$ cat config.mk
export PLATFORM = sky130hd
export DESIGN_NAME = housekeeping_top
export DESIGN_NICKNAME = d
export VERILOG_FILES = /design/src/verilog/housekeeping_pkg.sv /design/src/verilog/console_reset_pulse.sv /design/src/verilog/housekeeping_top.sv /design/src/verilog/led_glow.sv /design/src/verilog/lock_monitor.sv /design/src/verilog/startup_gate.sv /design/src/verilog/status_led_select.sv
export SDC_FILE = /design/constraint.sdc
export NUM_CORES = 1
export LEC_CHECK = 0
export BUFFER_PORTS_ARGS = -buffer_cell sky130_fd_sc_hd__buf_2
export CORE_ASPECT_RATIO = 1.25
export CORE_MARGIN = 2
export CORE_UTILIZATION = 55
export CTS_CLUSTER_DIAMETER = 120
export DETAILED_ROUTE_END_ITERATION = 16
export GPL_TIMING_DRIVEN = 0
export PLACE_DENSITY = 0.73
export SYNTH_ARGS = -nofsm -noshare
export SYNTH_HDL_FRONTEND = slang
export SYNTH_SLANG_ARGS = --single-unit
export TNS_END_PERCENT = 30
$ cat constraint.sdc
create_clock -name control_clock -period 2.8 [get_ports control_clock]
set_input_delay 0.42 -clock control_clock [delete_from_list [all_inputs] [get_ports control_clock]]
set_output_delay 0.42 -clock control_clock [all_outputs]
set_load 0.01 [all_outputs]
$ cat src/verilog/housekeeping_pkg.sv
package housekeeping_pkg;

    // asynchronous status levels from the PLLs and the video path
    typedef struct packed {
        logic pll54_locked;
        logic pll_hdmi_locked;
        logic resync;
        logic force_generate;
        logic fullcycle;
    } raw_status_t;

    // same levels after the control_clock synchronizers
    typedef struct packed {
        logic pll54_locked;
        logic pll_hdmi_locked;
        logic resync;
        logic force_generate;
        logic fullcycle;
    } sync_status_t;

    localparam int COUNT_WIDTH = 16;

    typedef struct packed {
        logic [COUNT_WIDTH-1:0] pll54_lockloss_count;
        logic [COUNT_WIDTH-1:0] pll_hdmi_lockloss_count;
        logic [COUNT_WIDTH-1:0] resync_count;
    } event_counts_t;

    typedef enum logic [1:0] {
        led_status         = 2'd0,
        led_opt_mirror     = 2'd1,
        led_dc_mirror      = 2'd2,
        led_opt_mirror_alt = 2'd3
    } led_mode_t;

    // open-drain style pin drive
    typedef struct packed {
        logic enable;
        logic level;
    } led_drive_t;

endpackage

$ cat src/verilog/console_reset_pulse.sv
module console_reset_pulse #(
    parameter int RESET_HOLD = 32_000_000
) (
    input  logic control_clock,
    input  logic reset_dc,
    input  logic request,
    output logic nreset
);

    localparam int HOLD_WIDTH = $clog2(RESET_HOLD + 1);

    logic [HOLD_WIDTH-1:0] hold_count;

    // line is held for RESET_HOLD+1 cycles after the last request
    always_ff @(posedge control_clock) begin
        if (reset_dc) begin
            nreset     <= 1'b1;
            hold_count <= '0;
        end else if (request) begin
            // restart, also in the middle of a hold
            nreset     <= 1'b0;
            hold_count <= '0;
        end else if (!nreset) begin
            if (hold_count == HOLD_WIDTH'(RESET_HOLD)) begin
                nreset <= 1'b1;
            end else begin
                hold_count <= hold_count + 1'b1;
            end
        end
    end

endmodule

$ cat src/verilog/housekeeping_top.sv
module housekeeping_top #(
    parameter int RESET_HOLD    = 32_000_000,
    parameter int STARTUP_DELAY = 64_000_000,
    parameter int SLOW_BIT      = 26,
    parameter int FAST_BIT      = 22,
    parameter int BLINK_BIT     = 24
) (
    input  logic                            control_clock,
    input  logic                            reset_dc,
    input  housekeeping_pkg::raw_status_t   raw_status,
    input  logic                            dc_reset_request,
    input  logic                            opt_reset_request,
    input  housekeeping_pkg::led_mode_t     led_mode,
    input  logic                            adv_ready,
    input  logic                            adv_reconf,
    output logic                            dc_nreset,
    output logic                            opt_nreset,
    output housekeeping_pkg::led_drive_t    status_led,
    output housekeeping_pkg::event_counts_t event_counts,
    output logic                            startup_ready,
    output logic                            output_ready
);

    import housekeeping_pkg::*;

    sync_status_t sync_status;

    lock_monitor lock_monitor_i (
        .control_clock(control_clock),
        .reset_dc     (reset_dc),
        .raw_status   (raw_status),
        .sync_status  (sync_status),
        .event_counts (event_counts)
    );

    //////////////////////////////////////////////////////////////////////
    // console and optional reset lines

    console_reset_pulse #(
        .RESET_HOLD(RESET_HOLD)
    ) dc_reset_i (
        .control_clock(control_clock),
        .reset_dc     (reset_dc),
        .request      (dc_reset_request),
        .nreset       (dc_nreset)
    );

    console_reset_pulse #(
        .RESET_HOLD(RESET_HOLD)
    ) opt_reset_i (
        .control_clock(control_clock),
        .reset_dc     (reset_dc),
        .request      (opt_reset_request),
        .nreset       (opt_nreset)
    );

    startup_gate #(
        .STARTUP_DELAY(STARTUP_DELAY)
    ) startup_gate_i (
        .control_clock(control_clock),
        .reset_dc     (reset_dc),
        .sync_status  (sync_status),
        .adv_reconf   (adv_reconf),
        .startup_ready(startup_ready),
        .output_ready (output_ready)
    );

    status_led_select #(
        .SLOW_BIT (SLOW_BIT),
        .FAST_BIT (FAST_BIT),
        .BLINK_BIT(BLINK_BIT)
    ) status_led_select_i (
        .control_clock(control_clock),
        .reset_dc     (reset_dc),
        .led_mode     (led_mode),
        .sync_status  (sync_status),
        .dc_nreset    (dc_nreset),
        .opt_nreset   (opt_nreset),
        .adv_ready    (adv_ready),
        .status_led   (status_led)
    );

endmodule

$ cat src/verilog/led_glow.sv
module led_glow #(
    parameter int GLOW_BIT = 22
) (
    input  logic control_clock,
    input  logic reset_dc,
    output logic glow
);

    // pwm and ramp share the bits below the direction bit
    localparam int PWM_WIDTH = GLOW_BIT / 2;

    logic [GLOW_BIT:0]    glow_count;
    logic [PWM_WIDTH-1:0] ramp;
    logic [PWM_WIDTH-1:0] brightness;
    logic [PWM_WIDTH-1:0] pwm_phase;

    always_ff @(posedge control_clock) begin
        if (reset_dc) begin
            glow_count <= '0;
        end else begin
            glow_count <= glow_count + 1'b1;
        end
    end

    assign ramp      = glow_count[GLOW_BIT-1 -: PWM_WIDTH];
    assign pwm_phase = glow_count[PWM_WIDTH-1:0];

    // top bit picks rising or falling half of the triangle
    assign brightness = glow_count[GLOW_BIT] ? ~ramp : ramp;

    assign glow = (pwm_phase < brightness);

endmodule

$ cat src/verilog/lock_monitor.sv
module lock_monitor (
    input  logic                            control_clock,
    input  logic                            reset_dc,
    input  housekeeping_pkg::raw_status_t   raw_status,
    output housekeeping_pkg::sync_status_t  sync_status,
    output housekeeping_pkg::event_counts_t event_counts
);

    import housekeeping_pkg::*;

    sync_status_t meta_status;
    logic         prev_pll54_locked;
    logic         prev_pll_hdmi_locked;
    logic         prev_resync;
    logic         pll54_lockloss;
    logic         pll_hdmi_lockloss;
    logic         resync_rise;

    //////////////////////////////////////////////////////////////////////
    // two-stage synchronizers and edge history

    always_ff @(posedge control_clock) begin
        if (reset_dc) begin
            meta_status          <= '0;
            sync_status          <= '0;
            prev_pll54_locked    <= 1'b0;
            prev_pll_hdmi_locked <= 1'b0;
            prev_resync          <= 1'b0;
        end else begin
            meta_status          <= sync_status_t'(raw_status);
            sync_status          <= meta_status;
            prev_pll54_locked    <= sync_status.pll54_locked;
            prev_pll_hdmi_locked <= sync_status.pll_hdmi_locked;
            prev_resync          <= sync_status.resync;
        end
    end

    assign pll54_lockloss    = prev_pll54_locked & ~sync_status.pll54_locked;
    assign pll_hdmi_lockloss = prev_pll_hdmi_locked & ~sync_status.pll_hdmi_locked;
    assign resync_rise       = ~prev_resync & sync_status.resync;

    //////////////////////////////////////////////////////////////////////
    // event counters, free wrap

    always_ff @(posedge control_clock) begin
        if (reset_dc) begin
            event_counts <= '0;
        end else begin
            if (pll54_lockloss) begin
                event_counts.pll54_lockloss_count <= event_counts.pll54_lockloss_count + 1'b1;
            end
            if (pll_hdmi_lockloss) begin
                event_counts.pll_hdmi_lockloss_count <=
                    event_counts.pll_hdmi_lockloss_count + 1'b1;
            end
            if (resync_rise) begin
                event_counts.resync_count <= event_counts.resync_count + 1'b1;
            end
        end
    end

endmodule

$ cat src/verilog/startup_gate.sv
module startup_gate #(
    parameter int STARTUP_DELAY = 64_000_000
) (
    input  logic                           control_clock,
    input  logic                           reset_dc,
    input  housekeeping_pkg::sync_status_t sync_status,
    input  logic                           adv_reconf,
    output logic                           startup_ready,
    output logic                           output_ready
);

    import housekeeping_pkg::*;

    localparam int DELAY_WIDTH = $clog2(STARTUP_DELAY + 1);

    logic [DELAY_WIDTH-1:0] delay_count;

    // transmitter power-up delay, counts once after reset
    always_ff @(posedge control_clock) begin
        if (reset_dc) begin
            delay_count   <= '0;
            startup_ready <= 1'b0;
        end else if (!startup_ready) begin
            delay_count <= delay_count + 1'b1;
            if (delay_count == DELAY_WIDTH'(STARTUP_DELAY - 1)) begin
                startup_ready <= 1'b1;
            end
        end
    end

    // hdmi clock locked and one whole frame out
    always_ff @(posedge control_clock) begin
        if (reset_dc) begin
            output_ready <= 1'b0;
        end else begin
            output_ready <= startup_ready & sync_status.pll_hdmi_locked &
                            sync_status.fullcycle & ~adv_reconf;
        end
    end

endmodule

$ cat src/verilog/status_led_select.sv
module status_led_select #(
    parameter int SLOW_BIT  = 26,
    parameter int FAST_BIT  = 22,
    parameter int BLINK_BIT = 24
) (
    input  logic                           control_clock,
    input  logic                           reset_dc,
    input  housekeeping_pkg::led_mode_t    led_mode,
    input  housekeeping_pkg::sync_status_t sync_status,
    input  logic                           dc_nreset,
    input  logic                           opt_nreset,
    input  logic                           adv_ready,
    output housekeeping_pkg::led_drive_t   status_led
);

    import housekeeping_pkg::*;

    logic [BLINK_BIT:0] blink_count;
    logic               slow_glow;
    logic               fast_glow;

    led_glow #(
        .GLOW_BIT(SLOW_BIT)
    ) slow_glow_i (
        .control_clock(control_clock),
        .reset_dc     (reset_dc),
        .glow         (slow_glow)
    );

    led_glow #(
        .GLOW_BIT(FAST_BIT)
    ) fast_glow_i (
        .control_clock(control_clock),
        .reset_dc     (reset_dc),
        .glow         (fast_glow)
    );

    always_ff @(posedge control_clock) begin
        if (reset_dc) begin
            blink_count <= '0;
        end else begin
            blink_count <= blink_count + 1'b1;
        end
    end

    //////////////////////////////////////////////////////////////////////
    // mode decode

    always_comb begin
        status_led.enable = 1'b0;
        status_led.level  = 1'b0;
        case (led_mode)
            led_dc_mirror: begin
                status_led.enable = ~dc_nreset;
            end
            led_opt_mirror, led_opt_mirror_alt: begin
                status_led.enable = ~opt_nreset;
            end
            led_status: begin
                status_led.enable = 1'b1;
                if (!sync_status.pll_hdmi_locked) begin
                    status_led.level = 1'b1;
                end else if (sync_status.resync) begin
                    status_led.level = ~fast_glow;
                end else if (sync_status.force_generate) begin
                    // glow bursts separated by steady on
                    status_led.level = blink_count[BLINK_BIT] ? ~fast_glow : 1'b1;
                end else if (adv_ready) begin
                    status_led.level = 1'b0;
                end else begin
                    status_led.level = ~slow_glow;
                end
            end
            default: begin
                status_led.enable = 1'b0;
            end
        endcase
    end

endmodule
==> metrics <==
CP max FO 10; DR iter-0 viols between 300 and 400; Switching Fraction 20.3%; Starting Density 56.0%; number of diodes 0; Power Density 558 nW/um^2; max-cap violations 0; cells after synthesis approximately 1.2k; most frequent cells in the layout 215 x dfxtp_1, 149 x nor2_1, 75 x nand2_1; R2R depth 4; FP Rows 56; EDFF count, synth 0; mean post-synth cell area 8.67 um^2; clock share of power between 50% and 60%; total gr overflow 0; WP data arrival about 2.5 ns; WS Path Type flop to output port; Die ar. 20200 um^2; syn_nets 1253; fin worst setup slack -0.110 ns; P_int around 5.3 mW; Hold/Removal Path Class primary input to flop; Static Leakage 4.36 nW; Layout area overhead 14.3%; Post-Syn Area roughly 10000 um^2; area of placed instances between 10000 and 15000 um^2; antenna viol nets, final 0; initial antenna violation count 0; post-synthesis mux area share 2.65%; violated checks setup timing; final std cells w/o fill 1544; Min Hold Slack 0.0671 ns; clk root buf clkbuf_16; DRC violations left 0; sequential share of the synthesized area 41.3%; Synth Area in Compound Gates 9.20%; Port Buffer Count 66; fmax ~340 MHz; power share of the combinational group 2.9%; chip width 127 um; CORE AREA 18700 um^2; Synth cell types 56; largest net degree at the start of global routing 15; first-pass GRT wire length 38800 um; CTS Buffer Depth 3; largest family of logic cells by synthesized area simple AND/OR/NAND/NOR gates; CTS H-tree lvls 1; dominant synthesized flop cell dfxtp_1; Worst VDD drop 0.524 mV; vias per std cell a little under 6; DP Cell Count 1505; DP HPWL 16200 um; CTS tree yes; Yosys reg bits 216; Total Power approximately 6.7 mW; Vias 8939; final hold vios 0; I/O pin cnt 67; CP Data Required Time 2.38 ns; post-synthesis adder-cell area fraction under 10%; crit end category output port; worst slew pin tran a little under 0.9 ns; Routed WL 22900 um; clock buffer count from CTS 23; relative slew slack between 40% and 50%; status finished with violations; Critical Path Start Type flop; number of fill cells approximately 1.6k; drt wl/cell between 10 and 15 um; Total GRT Usage a little under a quarter; Setup Skew 0.0108 ns; sequential power share 46.9%; Period Utilization, post-route 104%; Ys Warns 0; vias in the first global route 8385; drt pass-1 iters 5; clock-pin slew on the worst setup and hold paths 0.06 ns; fin crit period 2.91 ns; Die Span Y roughly 160 um; RSZ-0062 raised after global routing true; final slew viol count 0; gp weighted congestion 0.828; clk sink count 216; post-synthesis xor/xnor area fraction between 10% and 20%; Post-synth ARST share 0%; Final Net Count 1344; Hold Path Depth 2; most common cell after layout, fill and taps aside dfxtp_1; post-synthesis simple-gate area fraction approximately 30%; layout cell share with drive strength beyond 1 between 10 and 15%; P_sw 1.35 mW; final instance area 12000 um^2; Setup Viol. Count Final 1; worst skew pair latency 0.50 ns
==> synth_stat cells, drive strengths merged (4+ instances only) <==
master | count | share of area (%)
a211oi | 4 | 0.29
a21oi | 68 | 3.3
a31o | 7 | 0.59
a31oi | 4 | 0.24
a41o | 4 | 0.38
and2 | 6 | 0.36
and3 | 24 | 1.4
and4 | 18 | 1.5
and4b | 5 | 0.48
buf | 9 | 0.48
clkbuf | 42 | 1.5
dfxtp | 216 | 41
ha | 33 | 3.9
inv | 24 | 0.86
mux2 | 14 | 1.5
mux2i | 12 | 1.1
nand2 | 75 | 2.7
nand2b | 9 | 0.54
nand3 | 59 | 2.8
nand3b | 5 | 0.36
nand4 | 49 | 3.1
nand4b | 5 | 0.42
nor2 | 149 | 5.3
nor2b | 38 | 2.3
nor3 | 27 | 1.3
nor4 | 20 | 1.2
nor4b | 6 | 0.50
o21ai | 37 | 1.8
o31ai | 23 | 1.6
or2 | 5 | 0.30
or3 | 35 | 2.1
or4 | 30 | 2.2
xnor2 | 72 | 6.0
xor2 | 50 | 4.2
==> cell families after synthesis <==
| kind of cell | count (synthesis) |
|---|---|
| compound gates | 160 |
| xor+xnor | 122 |
| mux | 26 |
| fa+ha+maj | 33 |
| buf+inv | 75 |
| simple gates | 575 |
| flops | 216 |
==> metal layers <==
metal	GRT usage (%)	share of wire, %
met1	28.1	46
met2	41.5	49
met3	2.77	3.4
met4	6.28	2.0
met5	0	0
==> critical path, stage by stage, from the launching register on <==
cell	delay, ns
dfxtp_4	0.36
buf_8	0.15
xnor2_1	0.13
ha_1	0.31
nand4_1	0.12
nor4_2	0.23
o211ai_1	0.16
a221oi_2	0.35
buf_2	0.20
==> power by group through the flow <==
stage	registers, mW	logic (mW)	clock network [mW]
finish	3.13	0.191	3.35
global route	3.14	0.215	3.55
CTS	3.13	0.194	3.43
detailed placement	3.20	0.192	0
global placement	3.20	0.188	0
floorplan	3.19	0.123	0
==> what timing repair did <==
| action | 4_1_cts | 5_1_grt |
|---|---|---|
| endpoints found under the setup margin | 1 | 1 |
| setup buffers | 2 | 0 |
| resized for setup | 10 | 1 |
| hold buffers | 0 | 0 |
| pin swaps | 6 | 1 |
==> per-stage QoR <==
stage	setup TNS (ns)	util (%)	setup slack [ns]
finish	-0.110	64.0	-0.110
CTS	-0.115	63.9	-0.115
global placement	-0.420	59.3	-0.420
detailed placement	-0.440	59.3	-0.440
global route	-0.237	64.0	-0.237
floorplan	0	-	0.100
==> area by class of cell <==
type	count	area, um^2	share of cell area (%)
Clock buffer	30	642	5.36
Tap cell	232	290	2.43
Sequential cell	216	4330	36.2
Multi-Input combinational cell	916	5860	48.9
Buffer	49	220	1.84
Clock inverter	9	195	1.63
Timing Repair Buffer	68	345	2.89
Inverter	24	90.1	0.753
==> final timing paths <==
| check | start | to | slack [ns] |
|---|---|---|---|
| max | status_led_select_i.slow_glow_i.glow_count[26]$_SDFF_PP0_ | status_led[0] | -0.11 |
| min | adv_reconf | startup_gate_i.output_ready$_SDFF_PP0_ | 0.07 |
| max reg2reg | status_led_select_i.fast_glow_i.glow_count[2]$_SDFF_PP0_ | status_led_select_i.fast_glow_i.glow_count[19]$_SDFF_PP0_ | 0.46 |
| min reg2reg | lock_monitor_i.meta_status[3]$_SDFF_PP0_ | lock_monitor_i.sync_status[3]$_SDFF_PP0_ | 0.44 |
==> registers in the layout, indices dropped and copies added (netlist names), 5 cells and up <==
name                                        count
status_led_select_i.blink_count                25
status_led_select_i.fast_glow_i.glow_count     23
status_led_select_i.slow_glow_i.glow_count     27
opt_reset_i.hold_count                         25
dc_reset_i.hold_count                          25
lock_monitor_i.event_counts                    48
lock_monitor_i.meta_status                      5
startup_gate_i.delay_count                     26
lock_monitor_i.sync_status                      5
Power figures use the tool's default switching activity.
